## src/hdl/fpga_axi_pkg.sv

```systemverilog
/*
  Shared widths, codes and types of the on-chip AXI4 slave.
  The RAM is mapped from address 0. Only full-width FIXED and INCR
  bursts inside the RAM are served, everything else gets SLVERR.
*/
`default_nettype none

package fpga_axi_pkg;

  localparam int ID_W        = 2;
  localparam int ADDR_W      = 32;
  localparam int DATA_W      = 64;
  localparam int STRB_W      = DATA_W / 8;
  localparam int BYTE_OFS_W  = $clog2(STRB_W);
  localparam int MEM_WORDS   = 1024;
  localparam int WORD_ADDR_W = $clog2(MEM_WORDS);
  localparam int LOCK_CYCLES = 16;

  localparam logic [1:0] BURST_FIXED = 2'd0;
  localparam logic [1:0] BURST_INCR  = 2'd1;
  localparam logic [1:0] BURST_WRAP  = 2'd2;

  localparam logic [1:0] RESP_OKAY   = 2'd0;
  localparam logic [1:0] RESP_SLVERR = 2'd2;

  // 8 bytes per beat
  localparam logic [2:0] SIZE_FULL = 3'd3;

  typedef logic [ID_W-1:0]        axi_id_t;
  typedef logic [ADDR_W-1:0]      axi_addr_t;
  typedef logic [DATA_W-1:0]      axi_data_t;
  typedef logic [STRB_W-1:0]      axi_strb_t;
  typedef logic [7:0]             axi_len_t;
  typedef logic [1:0]             axi_resp_t;
  typedef logic [WORD_ADDR_W-1:0] word_addr_t;

  // Burst check, evaluated once when the address is accepted
  function automatic logic burst_error(input axi_addr_t addr, input axi_len_t len,
                                       input logic [2:0] size, input logic [1:0] burst);
    axi_addr_t first_word;
    axi_addr_t last_word;
    logic      bad_type;
    first_word = addr >> BYTE_OFS_W;
    last_word  = first_word;
    bad_type   = 1'b0;
    case (burst)
      BURST_FIXED: last_word = first_word;
      BURST_INCR:  last_word = first_word + ADDR_W'(len);
      BURST_WRAP:  bad_type = 1'b1;
      default:     bad_type = 1'b1;
    endcase
    return bad_type || (size != SIZE_FULL) || (addr[BYTE_OFS_W-1:0] != '0) ||
           (last_word >= ADDR_W'(MEM_WORDS));
  endfunction

endpackage

`default_nettype wire

```

## src/hdl/clock_reset_ctrl.sv

```systemverilog
/*
  Stand-in for the vendor PLL lock. Lock and fabric reset release
  come LOCK_CYCLES edges after arst_n rises, synchroniser included.
*/
`default_nettype none

module clock_reset_ctrl (
  input  wire logic clk,
  input  wire logic arst_n,
  output logic      pll_locked,
  output logic      fabric_rst_n
);

  localparam int CNT_W = $clog2(fpga_axi_pkg::LOCK_CYCLES);

  logic [1:0]       sync_q;
  logic [CNT_W-1:0] cnt_q;
  logic             locked_q;

  // Two synchroniser edges plus the final lock edge come out of the count
  always_ff @(posedge clk or negedge arst_n) begin
    if (!arst_n) begin
      sync_q   <= 2'b00;
      cnt_q    <= '0;
      locked_q <= 1'b0;
    end else begin
      sync_q <= {sync_q[0], 1'b1};
      if (sync_q[1] && !locked_q) begin
        cnt_q <= cnt_q + 1'b1;
        if (cnt_q == CNT_W'(fpga_axi_pkg::LOCK_CYCLES - 3)) begin
          locked_q <= 1'b1;
        end
      end
    end
  end

  assign pll_locked   = locked_q;
  assign fabric_rst_n = locked_q;

endmodule

`default_nettype wire

```

## config.mk

```make
export PLATFORM = sky130hd
export DESIGN_NAME = clock_reset_ctrl
export DESIGN_NICKNAME = d
export VERILOG_FILES = /design/src/hdl/fpga_axi_pkg.sv /design/src/hdl/clock_reset_ctrl.sv
export SDC_FILE = /design/constraint.sdc
export NUM_CORES = 1
export LEC_CHECK = 0
export BUFFER_PORTS_ARGS = -buffer_cell sky130_fd_sc_hd__buf_2
export CORE_AREA = 2 2 39 41
export DETAILED_ROUTE_END_ITERATION = 10
export DIE_AREA = 0 0 41 43
export PLACE_DENSITY = 0.44
export SETUP_SLACK_MARGIN = 0.4
export SYNTH_ARGS = -nofsm -noshare
export SYNTH_HDL_FRONTEND = slang
export SYNTH_SLANG_ARGS = --single-unit
```

## constraint.sdc

```tcl
create_clock -name clk -period 1.1 [get_ports clk]
set_clock_uncertainty 0.1 [all_clocks]
set_input_delay 0.055 -clock clk [delete_from_list [all_inputs] [get_ports clk]]
set_output_delay 0.055 -clock clk [all_outputs]
set_load 0.005 [all_outputs]
```

==> impl_metrics.tcl <==
set metrics [dict create \
    wl_um 459 \
    clock_path_buffers 2 \
    netlist.area_leader.share 0.619 \
    drv_cap 0 \
    cts_htree_levels 1 \
    path_class "reg -> reg" \
    leakagePower_nw 0.168 \
    dr.pass1.iters 2 \
    hold_class "in -> async" \
    drc 0 \
    layout-drive-gt1-share 0.355 \
    fp.dieH_um 43 \
    fin_setup_tns_ns 0 \
    ys_types 12 \
    setup_ws_ns 0.0766 \
    multi_input_area_sq_um 105 \
    rows 14 \
    synth_cells 22 \
    path_clk_slew_ns 0.05 \
    io_buffers 3 \
    yosysTopAreaCell "dfrtp_1" \
    routabilityCongestion 0.600 \
    synth.area.top_cells "dfrtp_1 62%, xnor2_1 9.3%, ha_1 8.8%, a41o_1 3.5%, buf_4 2.7%" \
    startpoint "fabric_rst_n" \
    layout_common_cells "7 x dfrtp_1, 3 x xnor2_1, 3 x clkbuf_4, 3 x buf_2" \
    finalCriticalPeriod_ns 1.02 \
    vias 180 \
    synthXorXnorAreaFrac 0.0929 \
    grt-ovfl-total 0 \
    max_freq_mhz 977 \
    finalCritPeriodShare 0.930 \
    avgSynthCellArea_sq_um 12.9 \
    syn-num-nets 26 \
    insertedDiodeCount 0 \
    endpoint_kind "flop" \
    worst-r2r-setup-slack_ns 0.08 \
    grt_max_degree 8 \
    critPathMaxFanout 5 \
    reg2reg_from "fabric_rst_n" \
    cts_buffers 3 \
    register_area_sq_um 175 \
    fill_cells 151 \
    grt_use_total 0.0809 \
    synth_top_family_by_area "simple AND/OR/NAND/NOR gates" \
    status "completed" \
    dp.final_hpwl_um 294 \
    insertion_delay_ns 0.26 \
    cp.required_ns 1.14 \
    initial_core_util 0.204 \
    io_pins 4 \
    critical_path.max_stage_delay_ns 0.41 \
    synthToLayoutAreaGrowth_pct 31.0 \
    grt_pass1_wl_um 807 \
    hold_viol 0 \
    ys_ff_latch 7 \
    crit_slowest_cell "dfrtp_1" \
    cp-start-kind "flop" \
    antenna_found_initial 0 \
    core_area_sq_um 1380 \
    synthMuxAreaShare 0 \
    root_buffer "clkbuf_4" \
    rsz0062_at_grt "true" \
    grt_pass1_vias 195 \
    cts_tree "done" \
    synth_compound_area_frac 0.0531 \
    slew_viol_final 0 \
    clock_sinks 7 \
    synthesis.area_sq_um 283 \
    die-area_sq_um 1760 \
    synthAdderAreaFrac 0.0885 \
    r2r-end "cnt_q[1]" \
    wl_per_cell_um 9.77 \
    worstPathArrival_ns 1.06 \
    final_common_cell "dfrtp_1" \
    ys_seq_area_frac 0.619 \
    setup_viol 0 \
    die_w_um 41 \
    ys_warn_count 0 \
    layout.nets 36 \
    viasPerCell 3.83 \
    antenna_left 0 \
    drtIter0Drc 1 \
    irDropWorstVdd_mv 0.789 \
    synth-simple-area-share 0.0929 \
    worst_r2r_path_depth 3 \
    pre_cts_ws_ns 0.0659 \
    power_density_nw_per_um2 2740 \
    crit_chain "nand2b_1 > nand2_1 > o21ai_2" \
]
area by class of cell:
type | count | share of cell area
sequential | 7 | 0.473
multi-input combinational | 13 | 0.284
timing repair buffer | 6 | 0.108
clock buffer | 4 | 0.0709
tap | 16 | 0.0541
inverter | 1 | 0.0101
cells in the mapped netlist:
master and number:
nand2_1 2, conb_1 1, dfrtp_1 7, nand2b_1 1
inv_1 1, ha_1 2, nor2b_1 1, o21ai_0 1
a41o_1 1, xnor2_1 3, buf_4 1, nand4_1 1
flip-flops by register name, summed over array words and instances, names as in the netlist:
signal	flops
cnt_q	4
sync_q	2
fabric_rst_n	1
power breakdown:
part / total, mW / leakage [nW] / switching (mW) / internal (mW)
registers: 0.455 / 0.0818 / 0.0965 / 0.358
logic: 0.319 / 0.0710 / 0.128 / 0.191
clock network: 0.240 / 0.0150 / 0.101 / 0.139
total: 1.01 / 0.168 / 0.326 / 0.688
timing repair:
| item | in CTS | in global routing |
|---|---|---|
| resized for setup | 0 | 2 |
| buffers inserted | 1 | 1 |
| hold buffers | 1 | 0 |
| setup endpoints to repair | 7 | 7 |
| hold endpoints to repair | 7 | 0 |
| pin swaps | 2 | 1 |
worst max-delay path, delay by kind of cell, from the launching register on:
kind	cells	cell delay [ns]
compound gates	1	0.05
flops	1	0.41
simple gates	2	0.34
through the flow:
step / hold WS [ns] / power, mW / instance area, sq um / utilization / cells
2_1_floorplan: -0.341 / 0.627 / 285 / - / 22
6_report: 0.0580 / 1.01 / 370 / 0.268 / 47
3_3_place_gp: -0.208 / 0.681 / 313 / 0.226 / 40
3_5_place_dp: -0.204 / 0.693 / 313 / 0.226 / 40
5_1_grt: 0.0650 / 1.11 / 370 / 0.268 / 47
4_1_cts: 0.0555 / 0.972 / 357 / 0.258 / 46
kinds of logic (layout without fill, tap and decap cells):
family,count (synthesis),in the layout
flops,7,7
buf+inv,2,11
xor+xnor,3,3
other cells,1,1
simple gates,5,5
fa+ha+maj,2,2
compound gates,2,2
worst max path at each step:
| stage | end | depth (start not counted) |
|---|---|---|
| finish | cnt_q[1] | 3 |
| global route | cnt_q[3] | 3 |
| CTS | cnt_q[3] | 3 |
| detailed placement | cnt_q[1] | 3 |
| global placement | cnt_q[3] | 3 |
| floorplan | cnt_q[3] | 3 |
routing by layer:
metal  part of all wire  wire [um]  GRT usage  vias up
met1               0.41        189     0.0724       83
met3              0.098         45     0.0785        3
li1                   -          -          -       87
met2               0.44        204     0.0969        7
met4              0.041         19     0.0800        0
met5                  0          0          0        -
Power figures use the tool's default switching activity.
