File: src/hdl/fpga_axi_pkg.sv
/*
  Shared widths, codes and types of the on-chip AXI4 slave.
  The RAM is mapped from address 0. Only full-width FIXED and INCR
  bursts inside the RAM are served, everything else gets SLVERR.
*/
`default_nettype none

package fpga_axi_pkg;

  localparam int ID_W        = 2;
  localparam int ADDR_W      = 32;
  localparam int DATA_W      = 64;
  localparam int STRB_W      = DATA_W / 8;
  localparam int BYTE_OFS_W  = $clog2(STRB_W);
  localparam int MEM_WORDS   = 1024;
  localparam int WORD_ADDR_W = $clog2(MEM_WORDS);
  localparam int LOCK_CYCLES = 16;

  localparam logic [1:0] BURST_FIXED = 2'd0;
  localparam logic [1:0] BURST_INCR  = 2'd1;
  localparam logic [1:0] BURST_WRAP  = 2'd2;

  localparam logic [1:0] RESP_OKAY   = 2'd0;
  localparam logic [1:0] RESP_SLVERR = 2'd2;

  // 8 bytes per beat
  localparam logic [2:0] SIZE_FULL = 3'd3;

  typedef logic [ID_W-1:0]        axi_id_t;
  typedef logic [ADDR_W-1:0]      axi_addr_t;
  typedef logic [DATA_W-1:0]      axi_data_t;
  typedef logic [STRB_W-1:0]      axi_strb_t;
  typedef logic [7:0]             axi_len_t;
  typedef logic [1:0]             axi_resp_t;
  typedef logic [WORD_ADDR_W-1:0] word_addr_t;

  // Burst check, evaluated once when the address is accepted
  function automatic logic burst_error(input axi_addr_t addr, input axi_len_t len,
                                       input logic [2:0] size, input logic [1:0] burst);
    axi_addr_t first_word;
    axi_addr_t last_word;
    logic      bad_type;
    first_word = addr >> BYTE_OFS_W;
    last_word  = first_word;
    bad_type   = 1'b0;
    case (burst)
      BURST_FIXED: last_word = first_word;
      BURST_INCR:  last_word = first_word + ADDR_W'(len);
      BURST_WRAP:  bad_type = 1'b1;
      default:     bad_type = 1'b1;
    endcase
    return bad_type || (size != SIZE_FULL) || (addr[BYTE_OFS_W-1:0] != '0) ||
           (last_word >= ADDR_W'(MEM_WORDS));
  endfunction

endpackage

`default_nettype wire

File: src/hdl/axi_read_ctrl.sv
/*
  AXI4 read channel engine, one burst at a time.
  First beat comes 2 cycles after AR; then one beat per cycle.
  The RAM output itself is the R data register, stalled via rd_en.
*/
`default_nettype none

module axi_read_ctrl (
  input  wire logic                     clk,
  input  wire logic                     fabric_rst_n,
  input  wire fpga_axi_pkg::axi_id_t    arid,
  input  wire fpga_axi_pkg::axi_addr_t  araddr,
  input  wire fpga_axi_pkg::axi_len_t   arlen,
  input  wire logic [2:0]               arsize,
  input  wire logic [1:0]               arburst,
  input  wire logic                     arvalid,
  output logic                          arready,
  output fpga_axi_pkg::axi_id_t         rid,
  output fpga_axi_pkg::axi_data_t       rdata,
  output fpga_axi_pkg::axi_resp_t       rresp,
  output logic                          rlast,
  output logic                          rvalid,
  input  wire logic                     rready,
  output logic                          rd_en,
  output fpga_axi_pkg::word_addr_t      rd_addr,
  input  wire fpga_axi_pkg::axi_data_t  rd_data
);

  // Holds len+1, up to 256 beats
  typedef logic [8:0] beat_cnt_t;

  beat_cnt_t                fetch_q;
  beat_cnt_t                deliver_q;
  beat_cnt_t                deliver_d;
  beat_cnt_t                burst_beats;
  logic                     ar_ready_q;
  logic                     rvalid_q;
  logic                     ar_hs;
  logic                     r_hs;
  logic                     err_q;
  logic                     fixed_q;
  fpga_axi_pkg::axi_id_t    id_q;
  fpga_axi_pkg::word_addr_t raddr_q;

  assign burst_beats = {1'b0, arlen} + 9'd1;
  assign ar_hs       = arvalid && ar_ready_q;
  assign r_hs        = rvalid_q && rready;

  // Fetch when the output beat is empty or leaving this cycle
  assign rd_en   = (fetch_q != '0) && (!rvalid_q || rready);
  assign rd_addr = raddr_q;

  assign arready = ar_ready_q;
  assign rvalid  = rvalid_q;
  assign rlast   = rvalid_q && (deliver_q == 9'd1);
  assign rid     = id_q;
  assign rdata   = err_q ? '0 : rd_data;
  assign rresp   = err_q ? fpga_axi_pkg::RESP_SLVERR : fpga_axi_pkg::RESP_OKAY;

  // AR is only taken when nothing is left to deliver
  always_comb begin
    deliver_d = deliver_q;
    if (ar_hs) begin
      deliver_d = burst_beats;
    end else if (r_hs) begin
      deliver_d = deliver_q - 9'd1;
    end
  end

  always_ff @(posedge clk or negedge fabric_rst_n) begin
    if (!fabric_rst_n) begin
      fetch_q    <= '0;
      deliver_q  <= '0;
      rvalid_q   <= 1'b0;
      ar_ready_q <= 1'b0;
    end else begin
      deliver_q  <= deliver_d;
      ar_ready_q <= (deliver_d == '0);
      if (ar_hs) begin
        fetch_q <= burst_beats;
      end else if (rd_en) begin
        fetch_q <= fetch_q - 9'd1;
      end
      if (rd_en) begin
        rvalid_q <= 1'b1;
      end else if (r_hs) begin
        rvalid_q <= 1'b0;
      end
    end
  end

  always_ff @(posedge clk) begin
    if (ar_hs) begin
      id_q    <= arid;
      fixed_q <= (arburst == fpga_axi_pkg::BURST_FIXED);
      err_q   <= fpga_axi_pkg::burst_error(araddr, arlen, arsize, arburst);
      raddr_q <= araddr[fpga_axi_pkg::BYTE_OFS_W +: fpga_axi_pkg::WORD_ADDR_W];
    end else if (rd_en && !fixed_q) begin
      raddr_q <= raddr_q + 1'b1;
    end
  end

endmodule

`default_nettype wire

File: config.mk
export PLATFORM = sky130hd
export DESIGN_NAME = axi_read_ctrl
export DESIGN_NICKNAME = d
export VERILOG_FILES = /design/src/hdl/fpga_axi_pkg.sv /design/src/hdl/axi_read_ctrl.sv
export SDC_FILE = /design/constraint.sdc
export NUM_CORES = 1
export LEC_CHECK = 0
export ABC_AREA = 1
export BUFFER_PORTS_ARGS = -buffer_cell sky130_fd_sc_hd__buf_2
export CAP_MARGIN = 10
export CORE_MARGIN = 5
export CORE_UTILIZATION = 35
export DETAILED_ROUTE_END_ITERATION = 7
export GPL_TIMING_DRIVEN = 0
export PLACE_DENSITY_LB_ADDON = 0.25
export SETUP_SLACK_MARGIN = 0.02
export SYNTH_ARGS = -nofsm -noshare
export SYNTH_HDL_FRONTEND = slang
export SYNTH_SLANG_ARGS = --single-unit
File: constraint.sdc
create_clock -name clk -period 2.89 [get_ports clk]
set_clock_uncertainty 0.1 [all_clocks]
set_input_delay 0.4335 -clock clk [delete_from_list [all_inputs] [get_ports clk]]
set_output_delay 0.4335 -clock clk [all_outputs]
set_load 0.02 [all_outputs]
==> impl_summary.md <==
Outcome
The run finished, with violations left. The final reports fail on hold timing.

Detailed routing
The vias per cell is 4.58. After detailed routing, the average wire length per cell comes to 12.4 µm. The number of search-and-repair iterations in the first detailed-routing pass is 4. The number of design rule violations left after detail routing is 0. The detail route stage leaves a number of antenna-violating nets equal to 0. For this block, the initial DRC count from the detailed router was 165. The final route contains 4721 vias.

The routed design has 12800 µm of wire.

Layout
The diode insertion count for antenna repair is 0. Of the cells placed in the final design, the portion with a size suffix greater than 1 is 27.5%. The area growth from synthesis to final layout is 33.6%.

The final standard cell area without fillers is 5320 µm². The net count of the finished layout is 1016.

Die
The die covers 13600 µm². After floorplanning, the core was divided into 39 placement rows. For this design the top-level I/O count stands at 197.

The total area inside the core boundary comes to 11300 µm². For this configuration, the core starts out at a cell density of 35.3%. The die boundary height is 117 µm. The floorplan step set the die width to 117 µm.

CTS
For this design, the CTS-stage hold fixing added 0 buffers. The H-tree was split into 2 levels. After clock tree synthesis, the clock-pin slew on the worst setup and hold paths is 0.06 ns. The clock tree root driver cell is sky130_fd_sc_hd__clkbuf_16. Buffers inserted during clock tree synthesis total 5. The TritonCTS clock tree is done. Counting every sink on the clock net gives 34. The number of cells upsized or downsized after cts is 0. No sink is reached through more buffers than the 2 on the longest clock path. The source-to-sink clock delay at the later pin of the worst-skew pair is 0.28 ns. In this run the post-CTS setup repair buffer count came out at 0.

Place
The placed instances occupy a cell area of 5140 µm². The number of port buffers is 195. The HPWL after detailed placement is 10900 µm. The congestion estimate from routability-driven global placement came to 0.871.

Logic synthesis
Synthesis handed over a netlist of 685 instances. The share of the synthesized area in the top cell type is 17.2%. The net count of the mapped netlist is 814. By count the netlist is led by sky130_fd_sc_hd__nand2_1 (182), sky130_fd_sc_hd__inv_1 (139), sky130_fd_sc_hd__nor2_1 (114). By area the synthesized netlist is led by sky130_fd_sc_hd__nand2_1 (17%), sky130_fd_sc_hd__inv_1 (13%), sky130_fd_sc_hd__dfrtp_1 (13%). The flip-flop cell with the highest count after synthesis is sky130_fd_sc_hd__dfrtp_1. For this run, asynchronously set or reset flops after synthesis account for 58.8%. The leading area contributor after synthesis is sky130_fd_sc_hd__nand2_1. The post-synthesis area per instance is 5.81 µm². The most frequent cell after synthesis is sky130_fd_sc_hd__nand2_1. In this run, distinct cell masters in the synthesized netlist total 40. The summed instance area of the synthesized netlist is 3980 µm². The flip-flop and latch count after synthesis is 34.

The number of synthesized flops with an enable pin is 14. The part of the Yosys area used for sequential elements is 23.1%. For this run, the number of Yosys warnings is 0.

Power
Cell internal power was estimated by the tool at 0.00142 W. The maximum VDD drop is 0.000227 V. Dividing total power by cell area gives a power density of 436 nW/µm². The net switching power is 0.000898 W.

The share of total power dissipated in the clock network is 27.2%. The combinational cell fraction of total power is 41.2%. The sequential share of power is 31.6%. The reported leakage power is 3.15 nW.

The fraction of power spent switching nets is 38.7%.

Timing
At the pin with the least slew margin, the transition time is 0.949 ns. The number of failing hold endpoints at the final stage is 5. The number of setup violations in the final report is 0. The tightest hold path in the finished design has a slack of -0.00501 ns. Headroom to the max-slew limit came out at 36.3%.

The number of pins with negative max-slew slack in the final report came to 0. Counting I/O delays and the setup requirement, the final critical path takes 2.56 ns. The sum of negative setup slack is 0 ns.

The post-route fraction of the period consumed by the critical path is 88.5%. Based on the critical path, the design can be clocked at up to 0.391 GHz. Setup repair after global routing left no endpoint under its margin.

Worst setup path
For the worst setup path, the data arrival time is 2.03 ns. The worst setup path is captured at an output pin. The endpoint required time on the critical path is 2.36 ns. The kind of start point of the critical path is a flop. The peak fanout along the critical path is 6.

By startpoint and endpoint, the worst setup path is classified as flop to output pin.

Min path
The kind of path behind the tightest hold check is input port to async pin.

Global route
The pin count of the biggest net entering global routing is 21. The number of global-route vias before repair is 4212. The number of antenna violations at the first check in global routing is 0. The all-layer global routing usage is 17.4%. After global routing the overflow that remains totals 0. The first global-routing pass estimated 19100 µm of wire.

Run
The max-cap violation count is 0.
[power groups by stage]
stage / clock [W] / sequential (W) / combinational (W)
floorplan: 0 / 0.000743 / 0.000642
global placement: 0 / 0.000739 / 0.000950
detailed placement: 0 / 0.000742 / 0.000955
CTS: 0.000643 / 0.000733 / 0.000963
global route: 0.000662 / 0.000756 / 0.00109
finish: 0.000631 / 0.000733 / 0.000956
[routing by layer]
metal  wire length [µm]  vias up  track usage [%]
li1                   -     2517                -
met4                155        0             4.05
met5                  0        -                0
met1               5200     2032             21.5
met2               6420      159             32.3
met3                986       13             1.81
[state kept, by name (all words and copies together), names as in the netlist]
register	cells
fixed_q	1
err_q	1
deliver_q	9
fetch_q	9
rid	2
rd_addr	10
arready	1
rvalid	1
[kinds of logic after synthesis]
logic type | count (synthesis) | share of synthesized area [%]
xor+xnor | 15 | 3.30
buf+inv | 158 | 15.5
flops | 34 | 23.1
other cells | 1 | 0.0942
simple gates | 420 | 47.5
fa+ha+maj | 14 | 4.59
compound gates | 43 | 5.94
[worst max-delay path, stage by stage, from the launching register on]
cell and delay (ns):
sky130_fd_sc_hd__dfrtp_1 0.37, sky130_fd_sc_hd__inv_1 0.11, sky130_fd_sc_hd__ha_1 0.18, sky130_fd_sc_hd__inv_1 0.05, sky130_fd_sc_hd__nor2_2 0.08, sky130_fd_sc_hd__nand2_1 0.10, sky130_fd_sc_hd__nor3_2 0.15, sky130_fd_sc_hd__nand2_1 0.11
sky130_fd_sc_hd__nor2_2 0.11, sky130_fd_sc_hd__nand2_1 0.07, sky130_fd_sc_hd__nand2_2 0.15, sky130_fd_sc_hd__inv_1 0.09, sky130_fd_sc_hd__buf_2 0.17
[final timing paths]
check | startpoint | slack, ns | end | depth (start not counted)
max | fetch_q[0]$_DFFE_PN0P_ | 0.33 | rd_en | 12
min | fabric_rst_n | -0.005 | fetch_q[0]$_DFFE_PN0P_ | 1
max reg2reg | fetch_q[0]$_DFFE_PN0P_ | 0.42 | rd_addr[6]$_DFFE_PP_ | 11
min reg2reg | fetch_q[6]$_DFFE_PN0P_ | 0.40 | fetch_q[6]$_DFFE_PN0P_ | 2
max in group asynchronous | fabric_rst_n | 2.37 | fetch_q[8]$_DFFE_PN0P_ | 1
min in group clk | arid[0] | 0.23 | rid[0]$_DFFE_PP_ | 1
[metrics by stage]
step / total power, W / std cells / setup slack [ns] / utilization, %
floorplan: 0.00138 / 685 / 0.546 / -
global placement: 0.00169 / 1023 / -0.0673 / 45.6
detailed placement: 0.00170 / 1023 / 0.0902 / 45.6
CTS: 0.00234 / 1031 / 0.322 / 47.2
global route: 0.00251 / 1031 / 0.113 / 47.2
finish: 0.00232 / 1031 / 0.331 / 47.2
[layout make-up]
cell class	instances	area, µm²
Timing Repair Buffer	195	976
Buffer	17	87.6
Fill cell	1253	5950
Inverter	141	529
Sequential cell	34	921
Clock inverter	1	8.76
Tap cell	143	179
Clock buffer	7	175
Multi-Input combinational cell	493	2440
[cells in the final DEF (no fill, tap or decap), types with 5 or more instances in the layout]
master	Yosys	layout
sky130_fd_sc_hd__xnor2_1	5	5
sky130_fd_sc_hd__nand4_1	21	21
sky130_fd_sc_hd__dfrtp_1	20	20
sky130_fd_sc_hd__clkbuf_16	0	7
sky130_fd_sc_hd__o21ai_0	22	21
sky130_fd_sc_hd__nand2_1	182	182
sky130_fd_sc_hd__nor2_1	114	114
sky130_fd_sc_hd__nor2_2	9	9
sky130_fd_sc_hd__nor3_1	11	11
sky130_fd_sc_hd__nand3_2	7	7
sky130_fd_sc_hd__nand3_1	49	49
sky130_fd_sc_hd__buf_1	5	5
sky130_fd_sc_hd__ha_1	13	13
sky130_fd_sc_hd__inv_1	139	139
sky130_fd_sc_hd__edfxtp_1	14	14
sky130_fd_sc_hd__nand2_2	7	7
sky130_fd_sc_hd__xor2_1	10	10
sky130_fd_sc_hd__a21oi_1	9	9
sky130_fd_sc_hd__clkbuf_1	7	7
sky130_fd_sc_hd__buf_2	1	196
Power figures use the tool's default switching activity.
