File: config.mk
export PLATFORM = sky130hd
export DESIGN_NAME = axi_write_ctrl
export DESIGN_NICKNAME = d
export VERILOG_FILES = /design/src/hdl/fpga_axi_pkg.sv /design/src/hdl/axi_write_ctrl.sv
export SDC_FILE = /design/constraint.sdc
export NUM_CORES = 1
export LEC_CHECK = 0
export ABC_CLOCK_PERIOD_IN_PS = 3000
export BUFFER_PORTS_ARGS = -buffer_cell sky130_fd_sc_hd__buf_4
export CAP_MARGIN = 20
export CORE_AREA = 4 4 80 82
export DETAILED_ROUTE_END_ITERATION = 12
export DIE_AREA = 0 0 84 86
export PLACE_DENSITY_LB_ADDON = 0.05
export SYNTH_ARGS = -nofsm -noshare
export SYNTH_HDL_FRONTEND = slang
export SYNTH_SLANG_ARGS = --single-unit
File: constraint.sdc
create_clock -name clk -period 3 [get_ports clk]
set_input_delay 0.45 -clock clk [delete_from_list [all_inputs] [get_ports clk]]
set_output_delay 0.45 -clock clk [all_outputs]
set_load 0.02 [all_outputs]
File: src/hdl/fpga_axi_pkg.sv
/*
  Shared widths, codes and types of the on-chip AXI4 slave.
  The RAM is mapped from address 0. Only full-width FIXED and INCR
  bursts inside the RAM are served, everything else gets SLVERR.
*/
`default_nettype none

package fpga_axi_pkg;

  localparam int ID_W        = 2;
  localparam int ADDR_W      = 32;
  localparam int DATA_W      = 64;
  localparam int STRB_W      = DATA_W / 8;
  localparam int BYTE_OFS_W  = $clog2(STRB_W);
  localparam int MEM_WORDS   = 1024;
  localparam int WORD_ADDR_W = $clog2(MEM_WORDS);
  localparam int LOCK_CYCLES = 16;

  localparam logic [1:0] BURST_FIXED = 2'd0;
  localparam logic [1:0] BURST_INCR  = 2'd1;
  localparam logic [1:0] BURST_WRAP  = 2'd2;

  localparam logic [1:0] RESP_OKAY   = 2'd0;
  localparam logic [1:0] RESP_SLVERR = 2'd2;

  // 8 bytes per beat
  localparam logic [2:0] SIZE_FULL = 3'd3;

  typedef logic [ID_W-1:0]        axi_id_t;
  typedef logic [ADDR_W-1:0]      axi_addr_t;
  typedef logic [DATA_W-1:0]      axi_data_t;
  typedef logic [STRB_W-1:0]      axi_strb_t;
  typedef logic [7:0]             axi_len_t;
  typedef logic [1:0]             axi_resp_t;
  typedef logic [WORD_ADDR_W-1:0] word_addr_t;

  // Burst check, evaluated once when the address is accepted
  function automatic logic burst_error(input axi_addr_t addr, input axi_len_t len,
                                       input logic [2:0] size, input logic [1:0] burst);
    axi_addr_t first_word;
    axi_addr_t last_word;
    logic      bad_type;
    first_word = addr >> BYTE_OFS_W;
    last_word  = first_word;
    bad_type   = 1'b0;
    case (burst)
      BURST_FIXED: last_word = first_word;
      BURST_INCR:  last_word = first_word + ADDR_W'(len);
      BURST_WRAP:  bad_type = 1'b1;
      default:     bad_type = 1'b1;
    endcase
    return bad_type || (size != SIZE_FULL) || (addr[BYTE_OFS_W-1:0] != '0) ||
           (last_word >= ADDR_W'(MEM_WORDS));
  endfunction

endpackage

`default_nettype wire

File: src/hdl/axi_write_ctrl.sv
/*
  AXI4 write channel engine, one burst at a time.
  The burst ends on wlast; awlen only feeds the range check.
  A new AW waits until the B handshake of the previous burst.
*/
`default_nettype none

module axi_write_ctrl (
  input  wire logic                     clk,
  input  wire logic                     fabric_rst_n,
  input  wire fpga_axi_pkg::axi_id_t    awid,
  input  wire fpga_axi_pkg::axi_addr_t  awaddr,
  input  wire fpga_axi_pkg::axi_len_t   awlen,
  input  wire logic [2:0]               awsize,
  input  wire logic [1:0]               awburst,
  input  wire logic                     awvalid,
  output logic                          awready,
  input  wire fpga_axi_pkg::axi_data_t  wdata,
  input  wire fpga_axi_pkg::axi_strb_t  wstrb,
  input  wire logic                     wlast,
  input  wire logic                     wvalid,
  output logic                          wready,
  output fpga_axi_pkg::axi_id_t         bid,
  output fpga_axi_pkg::axi_resp_t       bresp,
  output logic                          bvalid,
  input  wire logic                     bready,
  output logic                          wr_en,
  output fpga_axi_pkg::word_addr_t      wr_addr,
  output fpga_axi_pkg::axi_data_t       wr_data,
  output fpga_axi_pkg::axi_strb_t       wr_strb
);

  typedef enum logic [1:0] {
    S_IDLE,
    S_DATA,
    S_RESP
  } wr_state_t;

  wr_state_t                state_q;
  wr_state_t                state_d;
  logic                     aw_ready_q;
  logic                     aw_hs;
  logic                     w_hs;
  logic                     b_hs;
  logic                     err_q;
  logic                     fixed_q;
  fpga_axi_pkg::axi_id_t    id_q;
  fpga_axi_pkg::word_addr_t waddr_q;

  assign aw_hs = awvalid && aw_ready_q;
  assign w_hs  = wvalid && wready;
  assign b_hs  = bvalid && bready;

  assign awready = aw_ready_q;
  assign wready  = (state_q == S_DATA);
  assign bvalid  = (state_q == S_RESP);
  assign bid     = id_q;
  assign bresp   = err_q ? fpga_axi_pkg::RESP_SLVERR : fpga_axi_pkg::RESP_OKAY;

  always_comb begin
    state_d = state_q;
    case (state_q)
      S_IDLE: begin
        if (aw_hs) begin
          state_d = S_DATA;
        end
      end
      S_DATA: begin
        if (w_hs && wlast) begin
          state_d = S_RESP;
        end
      end
      S_RESP: begin
        if (b_hs) begin
          state_d = S_IDLE;
        end
      end
      default: state_d = S_IDLE;
    endcase
  end

  // awready is registered so it stays low through the fabric reset
  always_ff @(posedge clk or negedge fabric_rst_n) begin
    if (!fabric_rst_n) begin
      state_q    <= S_IDLE;
      aw_ready_q <= 1'b0;
    end else begin
      state_q    <= state_d;
      aw_ready_q <= (state_d == S_IDLE);
    end
  end

  // Burst attributes, latched at AW acceptance
  always_ff @(posedge clk) begin
    if (aw_hs) begin
      id_q    <= awid;
      fixed_q <= (awburst == fpga_axi_pkg::BURST_FIXED);
      err_q   <= fpga_axi_pkg::burst_error(awaddr, awlen, awsize, awburst);
      waddr_q <= awaddr[fpga_axi_pkg::BYTE_OFS_W +: fpga_axi_pkg::WORD_ADDR_W];
    end else if (w_hs && !fixed_q) begin
      waddr_q <= waddr_q + 1'b1;
    end
  end

  // Erroring bursts drain their beats without touching the RAM
  assign wr_en   = w_hs && !err_q;
  assign wr_addr = waddr_q;
  assign wr_data = wdata;
  assign wr_strb = wstrb;

endmodule

`default_nettype wire

==> results.py, run 1 <==
metrics = {
    "cts": {
        "path_clk_slew_ns": 0.06,
        "clock_path_buffers": 2,
        "cts_inserted_buffers": 3,
        "h-tree-depth": 1,
        "cts_setup_buffers": 0,
        "cts_sinks": 17,
        "root_buffer": "clkbuf_8",
        "cts_resized": 0,
        "cts_tree": "built",
        "insertion_delay_ns": 0.24,
    },
    "layout": {
        "final_cell_area_um2": 2170,
        "num-nets-final": 385,
        "fill_cells": 633,
        "final_layout_size_suffix_gt1_share_pct": 32.9,
        "antennaDiodeCount": 0,
        "area_growth_pct": 5.60,
    },
    "route": {
        "antenna_left": 0,
        "drcViolationCount": 0,
        "vias_per_cell": 5.12,
        "drtIter0Drc": 53,
        "first_pass_iters": 4,
        "num_vias": 1660,
        "wl_per_cell_um": 16.3,
        "wl_um": 5280,
    },
    "synth": {
        "syn_area_um2": 2060,
        "synth_fp_nets": 385,
        "synth_flop_cell": "edfxtp_1",
        "synthArstFlopShare_pct": 17.6,
        "ys_types": 49,
        "syn_inst": 250,
        "ys_warn_count": 0,
        "yosysSeqAreaShare_pct": 24.1,
        "synth-seq-cells": 17,
        "syn_area_per_cell_um2": 8.22,
        "synth_edf_count": 14,
    },
    "worst_setup_path": {
        "cp_max_fo": 6,
        "path_cells": "buf_4 > ha_1 > a211oi_1 > nand2_1 > o21ai_1 > nor2_1 > a311o_1 > a22oi_1 > nand4_1",
        "crit_family": "compound AO/OA/AOI/OAI gates",
        "critPathMaxStageDelay_ns": 0.35,
        "crit_required_ns": 2.98,
        "slowest_stage": "o21ai_1",
        "path_buf_inv": 1,
        "crit_path_end_kind": "flip-flop",
        "startpoint_type": "input pin",
        "critPathKind": "in -> reg",
        "crit_arrival_ns": 2.30,
    },
    "timing": {
        "finalCriticalPeriod_ns": 2.32,
        "hold_violations": 0,
        "setup_tns_ns": 0,
        "slew_violations": 0,
        "grt_setup_unrepaired": "false",
        "fin_crit_sh_pct": 77.2,
        "clock_skew_ns": 0.00107,
        "setup_violations": 0,
        "fmax_mhz": 432,
        "hold_slack_ns": 0.381,
        "worst_slack_ns": 0.684,
    },
    "global_routing": {
        "grt_pass1_vias": 1751,
        "grtUsageTotal_pct": 14.9,
        "grt_max_degree": 26,
        "grt_overflow_total": 0,
        "grt_pass1_wl_um": 8740,
        "antenna_found_initial": 0,
    },
    "power_and_ir_drop": {
        "p_per_area_nw_per_um2": 541,
        "ir_drop_uv": 217,
        "power.leakage_uw": 0.000893,
        "p_total_uw": 1170,
    },
    "floorplanning": {
        "fp.dieH_um": 86,
        "initial_core_util_pct": 35.8,
        "rows": 28,
        "num_io_pins": 215,
        "core_um2": 5750,
        "dieArea_um2": 7220,
        "die_w_um": 84,
    },
    "status": {
        "outcome": "completed",
    },
    "place": {
        "dpl.hpwl_um": 4500,
        "gp_congestion": 0.928,
        "io_buffers": 69,
        "place_ws_ns": 0.416,
        "place_area_um2": 2120,
    },
    "worst_hold_path": {
        "hold_path.class": "in -> reg",
    },
    "run": {
        "cap_violations": 0,
    },
}
-- registers in the layout, summed over array words and instances, names as in the netlist --
signal and count:
state_q 2, fixed_q 1, wr_addr 10, bid 2, awready 1, err_q 1
-- path summary, 6_finish.rpt --
kind	start	cells after the start	end	slack [ns]
setup / recovery	awaddr[10]	9	err_q	0.68
hold / removal	awid[0]	1	bid[0]	0.38
setup reg to reg	wr_addr[3]	5	wr_addr[8]	1.49
hold reg to reg	state_q[1]	1	state_q[0]	0.48
max in group asynchronous	fabric_rst_n	2	state_q[0]	2.39
min in group asynchronous	fabric_rst_n	2	awready	0.52
-- repair_timing --
item / 4_1_cts / 5_1_grt
hold buffers: 1 / 0
endpoints found under the setup margin: 0 / 0
endpoints found under the hold margin: 3 / 0
-- where the power goes --
group | total, µW | internal (µW) | switching [µW] | leakage [µW]
Sequential | 445 | 378 | 67.4 | 0.000168
Clock | 168 | 94.0 | 73.7 | 0.0000228
Combinational | 561 | 256 | 305 | 0.000703
Total | 1170 | 728 | 446 | 0.000893
-- final cells by class --
cell class | count | area, µm² | area share (%)
Clock buffer | 4 | 45.0 | 2.07
Inverter | 12 | 45.0 | 2.07
Multi-Input combinational cell | 144 | 948 | 43.7
Sequential cell | 17 | 495 | 22.8
Tap cell | 75 | 93.8 | 4.32
Timing Repair Buffer | 72 | 543 | 25.0
-- layout by cell type, fill, tap and decap left out, types with 2 or more instances in the layout --
cell,n
a211oi_1,3
a21oi_1,4
a311oi_1,2
and2_1,3
and3_1,6
buf_4,71
clkbuf_8,3
dfrtp_1,3
edfxtp_1,14
ha_1,9
inv_1,12
nand2_1,19
nand3_1,13
nand4_1,6
nor2_1,11
nor2b_1,2
nor3_1,8
nor4_1,2
o2111ai_1,2
o211ai_1,2
o21ai_0,14
o21bai_1,2
o31ai_1,2
or2_4,2
xnor2_1,3
xor2_1,6
-- Yosys cell counts, drive strengths merged, types with 3 or more instances --
library cell | count | area share, %
dfrtp | 3 | 3.7
and2 | 4 | 1.2
inv | 12 | 2.2
xor2 | 6 | 2.6
and3 | 6 | 1.8
xnor2 | 3 | 1.3
ha | 9 | 5.5
nand3 | 13 | 3.2
o21ai | 15 | 3.7
a21oi | 4 | 0.97
buf | 74 | 27
nand4 | 6 | 1.8
clkbuf | 3 | 0.55
nand2 | 19 | 3.5
nor2 | 11 | 2.0
edfxtp | 14 | 20
a211oi | 4 | 1.7
nor3 | 8 | 1.9
-- stage by stage --
step,util [%],instances
global placement,36.8,319
detailed placement,36.8,319
floorplan,-,250
CTS,37.8,324
global route,37.8,324
finish,37.8,324
-- logic make-up after synthesis --
group / after synthesis / share of synthesized area [%]
xor gates and xnor gates: 9 / 3.83
AOI/OAI and AO/OA: 44 / 14.9
and+or+nand+nor: 78 / 19.5
other: 1 / 0.182
buffers and inverters: 89 / 29.8
muxes: 2 / 1.28
adders and majority gates: 10 / 6.45
DFF: 17 / 24.1
-- routing by layer --
layer | wire length (µm) | track usage (%) | vias up | share of wire [%]
met2 | 2640 | 24.9 | 84 | 50
met1 | 2060 | 17.0 | 748 | 39
met5 | 0 | 0 | - | 0
met4 | 136 | 7.16 | 0 | 2.6
met3 | 450 | 5.38 | 20 | 8.5
li1 | - | - | 808 | -
No activity file was read; power rests on OpenSTA's default activity.
==> run 2: changes to the inputs <==
ABC_CLOCK_PERIOD_IN_PS = 2400   (was 3000)
CORE_AREA = unset   (was 4 4 80 82)
CORE_ASPECT_RATIO = 1.1   (was unset)
CORE_MARGIN = 4   (was unset)
CORE_UTILIZATION = 36   (was unset)
DIE_AREA = unset   (was 0 0 84 86)
clock period = 2.4 ns   (was 3 ns; I/O delays follow)
==> run 2 against run 1 <==
Register-to-register slack got worse by 0.63 ns; combinational power increased by 27%; utilization increased by 2.9 points; worst setup slack got worse by 0.44 ns; sequential power increased by 27%; critical endpoint unchanged; highest routed layer unchanged.
==> results.py, run 2 (synthesized netlist as in run 1, its figures left out) <==
metrics = {
    "power_and_ir_drop": {
        "p_per_area_nw_per_um2": 672,
        "p_total_uw": 1490,
        "clkPwrFrac_pct": 14.7,
        "swShare_pct": 38.8,
        "pwr-share-seq_pct": 37.7,
        "pwr-share-comb_pct": 47.6,
        "p_int_uw": 915,
        "p_switching_uw": 580,
        "ir_drop_uv": 227,
        "power.leakage_uw": 0.000926,
    },
    "layout": {
        "final_common_cell": "buf_4",
        "area_growth_pct": 8.28,
        "antennaDiodeCount": 0,
        "final_cell_mix": "77 x buf_4, 19 x nand2_1, 14 x o21ai_0, 14 x edfxtp_1, 13 x nand3_1",
        "final_layout_size_suffix_gt1_share_pct": 35.7,
        "largest_reg_flops": 10,
        "num-nets-final": 391,
    },
    "route": {
        "wl_per_cell_um": 15.8,
        "antenna_left": 0,
        "drcViolationCount": 0,
        "vias_per_cell": 5.11,
        "drtIter0Drc": 47,
        "wl_um": 5210,
        "first_pass_iters": 4,
        "num_vias": 1686,
    },
    "cts": {
        "clock_path_buffers": 2,
        "h-tree-depth": 1,
        "cts_sinks": 17,
        "insertion_delay_ns": 0.25,
        "cts_tree": "built",
        "root_buffer": "clkbuf_8",
        "cts_setup_buffers": 0,
        "path_clk_slew_ns": 0.07,
        "cts_inserted_buffers": 3,
    },
    "timing": {
        "clock_skew_ns": 0.00196,
        "hold_violations": 0,
        "fmax_mhz": 464,
        "grt_setup_unrepaired": "false",
        "setup_violations": 0,
        "finalCriticalPeriod_ns": 2.16,
        "hold_slack_ns": 0.280,
        "fin_crit_sh_pct": 89.9,
        "slew_violations": 0,
    },
    "floorplanning": {
        "core_um2": 5470,
        "die_w_um": 80.1,
        "initial_core_util_pct": 37.6,
        "num_io_pins": 215,
        "fp.dieH_um": 87.3,
        "rows": 28,
        "dieArea_um2": 6980,
    },
    "worst_setup_path": {
        "startpoint_type": "input pin",
        "critPathKind": "in -> reg",
        "crit_path_end_kind": "flip-flop",
        "crit_required_ns": 2.39,
        "cp_max_fo": 6,
        "path_cells": "buf_4 > ha_1 > inv_1 > fa_1 > nand2b_1 > a21oi_1 > o21ai_2 > a2111o_1 > o31ai_1 > and3_1 > nand4_1",
        "crit_arrival_ns": 2.15,
        "critPathMaxStageDelay_ns": 0.35,
        "slowest_stage": "a2111o_1",
    },
    "global_routing": {
        "antenna_found_initial": 0,
        "grt_max_degree": 15,
        "grt_overflow_total": 0,
        "grtUsageTotal_pct": 15.0,
        "grt_pass1_vias": 1726,
        "grt_pass1_wl_um": 8300,
    },
    "place": {
        "gp_congestion": 0.935,
        "io_buffers": 69,
        "dpl.hpwl_um": 4400,
    },
    "worst_hold_path": {
        "hold_path.class": "in -> reg",
    },
    "run": {
        "cap_violations": 0,
    },
    "status": {
        "outcome": "completed",
    },
}
[run 2: layout make-up]
class | instances | area, µm²
Tap cell | 75 | 93.8
Fill cell | 594 | 3240
Inverter | 12 | 45.0
Timing Repair Buffer | 78 | 588
Sequential cell | 17 | 495
Multi-Input combinational cell | 144 | 957
Clock inverter | 1 | 5.00
Clock buffer | 3 | 41.3
[run 2: metal layers]
metal	wire length, µm	vias to the layer above	track usage, %
li1	-	823	-
met1	2150	760	18.1
met2	2510	85	24.9
met3	428	18	3.31
met4	111	0	7.83
met5	0	-	0
[run 2: path summary, 6_finish.rpt]
kind | from | slack [ns] | depth (start not counted) | end
max reg2reg | wr_addr[3] | 0.86 | 5 | wr_addr[9]
min reg2reg | state_q[1] | 0.47 | 1 | state_q[0]
min in group asynchronous | fabric_rst_n | 0.42 | 2 | awready
max | awaddr[3] | 0.24 | 11 | err_q
max in group asynchronous | fabric_rst_n | 1.89 | 2 | state_q[0]
min | awid[1] | 0.28 | 1 | bid[1]
[run 2: timing repair]
| action | 4_1_cts | 5_1_grt |
|---|---|---|
| hold buffers | 1 | 0 |
| endpoints found under the hold margin | 3 | 0 |
| setup endpoints to repair | 0 | 1 |
| gates resized for setup | 0 | 2 |
[run 2: power groups by stage]
stage | Combinational (µW) | Sequential (µW) | Clock, µW
final | 712 | 563 | 219
after global routing | 794 | 582 | 241
after CTS | 722 | 566 | 225
after detailed placement | 718 | 572 | 0
after global placement | 716 | 570 | 0
after floorplan | 472 | 655 | 0
[run 2: metrics by stage]
stage	setup TNS [ns]	util, %	instance area, µm²	setup slack [ns]	std cells
after detailed placement	-0.113	39.5	2160	-0.113	325
after global routing	0	40.7	2230	0.0372	330
after global placement	-0.0527	39.5	2160	-0.0527	325
after CTS	0	40.6	2220	0.164	330
final	0	40.7	2230	0.243	330
after floorplan	0	-	2060	0.217	250
[run 2: worst max-delay path: cells and delay by family]
kind,cells,cell delay [ns]
simple gates,3,0.40
buf+inv,2,0.14
compound gates,4,0.71
fa+ha+maj,2,0.52
==> run 3: changes to the inputs <==
MAX_ROUTING_LAYER = met4   (was unset)
==> run 3 against run 2 <==
Register-to-register slack is essentially flat; via count is 0.24% lower; worst setup slack lost 0.00088 ns; power barely moved; design area did not move; critical path depth unchanged; largest cell class unchanged; largest power group unchanged.
==> results.py, run 3 (synthesized netlist as in run 1, its figures left out) <==
metrics = {
    "status": {
        "outcome": "completed",
    },
    "timing": {
        "finalCriticalPeriod_ns": 2.16,
        "grt_setup_unrepaired": "false",
        "fmax_mhz": 463,
        "clock_skew_ns": 0.00204,
        "hold_violations": 0,
        "fin_crit_sh_pct": 89.9,
        "slew_violations": 0,
        "setup_violations": 0,
    },
    "place": {
        "io_buffers": 69,
        "dpl.hpwl_um": 4400,
        "placed_cells": 325,
        "gp_congestion": 0.951,
    },
    "route": {
        "drcViolationCount": 0,
        "drtIter0Drc": 49,
        "num_vias": 1682,
        "wl_per_cell_um": 15.8,
        "wl_um": 5200,
        "vias_per_cell": 5.10,
        "first_pass_iters": 4,
        "antenna_left": 0,
    },
    "power_and_ir_drop": {
        "p_per_area_nw_per_um2": 672,
        "ir_drop_uv": 227,
        "p_total_uw": 1500,
        "power.leakage_uw": 0.000926,
    },
    "floorplanning": {
        "fp.dieH_um": 87.3,
        "die_w_um": 80.1,
        "rows": 28,
        "core_um2": 5470,
        "num_io_pins": 215,
        "initial_core_util_pct": 37.6,
        "dieArea_um2": 6980,
    },
    "layout": {
        "final_core_util_pct": 40.7,
        "largest_reg_flops": 10,
        "num-nets-final": 391,
        "final_cell_mix": "77 x buf_4, 19 x nand2_1, 14 x o21ai_0, 14 x edfxtp_1, 13 x nand3_1",
        "area_growth_pct": 8.28,
        "final_common_cell": "buf_4",
        "final_cells": 330,
        "antennaDiodeCount": 0,
        "final_layout_size_suffix_gt1_share_pct": 35.7,
    },
    "worst_setup_path": {
        "critPathKind": "in -> reg",
        "cp_max_fo": 6,
        "startpoint_type": "input pin",
        "critPathMaxStageDelay_ns": 0.35,
        "path_cells": "buf_4 > ha_1 > inv_1 > fa_1 > nand2b_1 > a21oi_1 > o21ai_2 > a2111o_1 > o31ai_1 > and3_1 > nand4_1",
        "crit_path_end_kind": "flip-flop",
        "path_buf_inv": 2,
        "slowest_stage": "a2111o_1",
        "crit_arrival_ns": 2.15,
        "crit_family": "compound AO/OA/AOI/OAI gates",
        "crit_required_ns": 2.39,
    },
    "cts": {
        "root_buffer": "clkbuf_8",
        "path_clk_slew_ns": 0.07,
        "cts_sinks": 17,
        "h-tree-depth": 1,
        "cts_tree": "built",
        "cts_inserted_buffers": 3,
        "cts_setup_buffers": 0,
        "clock_path_buffers": 2,
        "insertion_delay_ns": 0.25,
    },
    "global_routing": {
        "grt_pass1_vias": 1725,
        "grtUsageTotal_pct": 15.5,
        "grt_pass1_wl_um": 8300,
        "grt_overflow_total": 0,
        "antenna_found_initial": 0,
        "grt_max_degree": 15,
    },
    "worst_hold_path": {
        "hold_path.class": "in -> reg",
    },
    "run": {
        "cap_violations": 0,
    },
}
==> run 3: cell counts in the layout (fill, tap and decap cells not counted) <==
No cell type changed its count.
==> run 3: timing repair <==
action	CTS	global route
endpoints found under the hold margin	3	0
hold buffers	1	0
setup endpoints to repair	0	1
gates resized for setup	0	2
==> run 3: through the flow <==
stage	TNS, ns	hold slack, ns	area [µm²]	setup WS (ns)
6_report	0	0.280	2230	0.242
5_1_grt	0	0.268	2230	0.0372
4_1_cts	0	0.274	2220	0.164
3_5_place_dp	-0.113	0.152	2160	-0.113
3_3_place_gp	-0.0527	0.151	2160	-0.0527
2_1_floorplan	0	0.0644	2060	0.217
==> run 3: final timing paths <==
kind	from	end	slack (ns)	depth (start not counted)
setup reg to reg	wr_addr[3]	wr_addr[9]	0.86	5
max in group asynchronous	fabric_rst_n	state_q[0]	1.89	2
min in group asynchronous	fabric_rst_n	awready	0.42	2
hold / removal	awid[1]	bid[1]	0.28	1
setup / recovery	awaddr[3]	err_q	0.24	11
hold reg to reg	state_q[1]	state_q[0]	0.48	1
==> run 3: metal layers <==
metal | track usage, % | vias up | part of all wire, %
li1 | - | 821 | -
met1 | 18.3 | 760 | 42
met2 | 24.9 | 83 | 48
met3 | 3.00 | 18 | 7.9
met4 | 7.83 | 0 | 2.1
met5 | - | - | 0
==> run 3: final cells by class <==
type	instances	area [µm²]
multi-input combinational	144	957
inverter	12	45.0
fill	594	3240
timing repair buffer	78	588
clock buffer	3	41.3
clock inverter	1	5.00
sequential	17	495
tap	75	93.8
==> run 3: where the power goes <==
part | switching, µW | internal, µW | total, µW
clock | 104 | 115 | 219
sequential | 91.2 | 472 | 564
combinational | 385 | 327 | 712
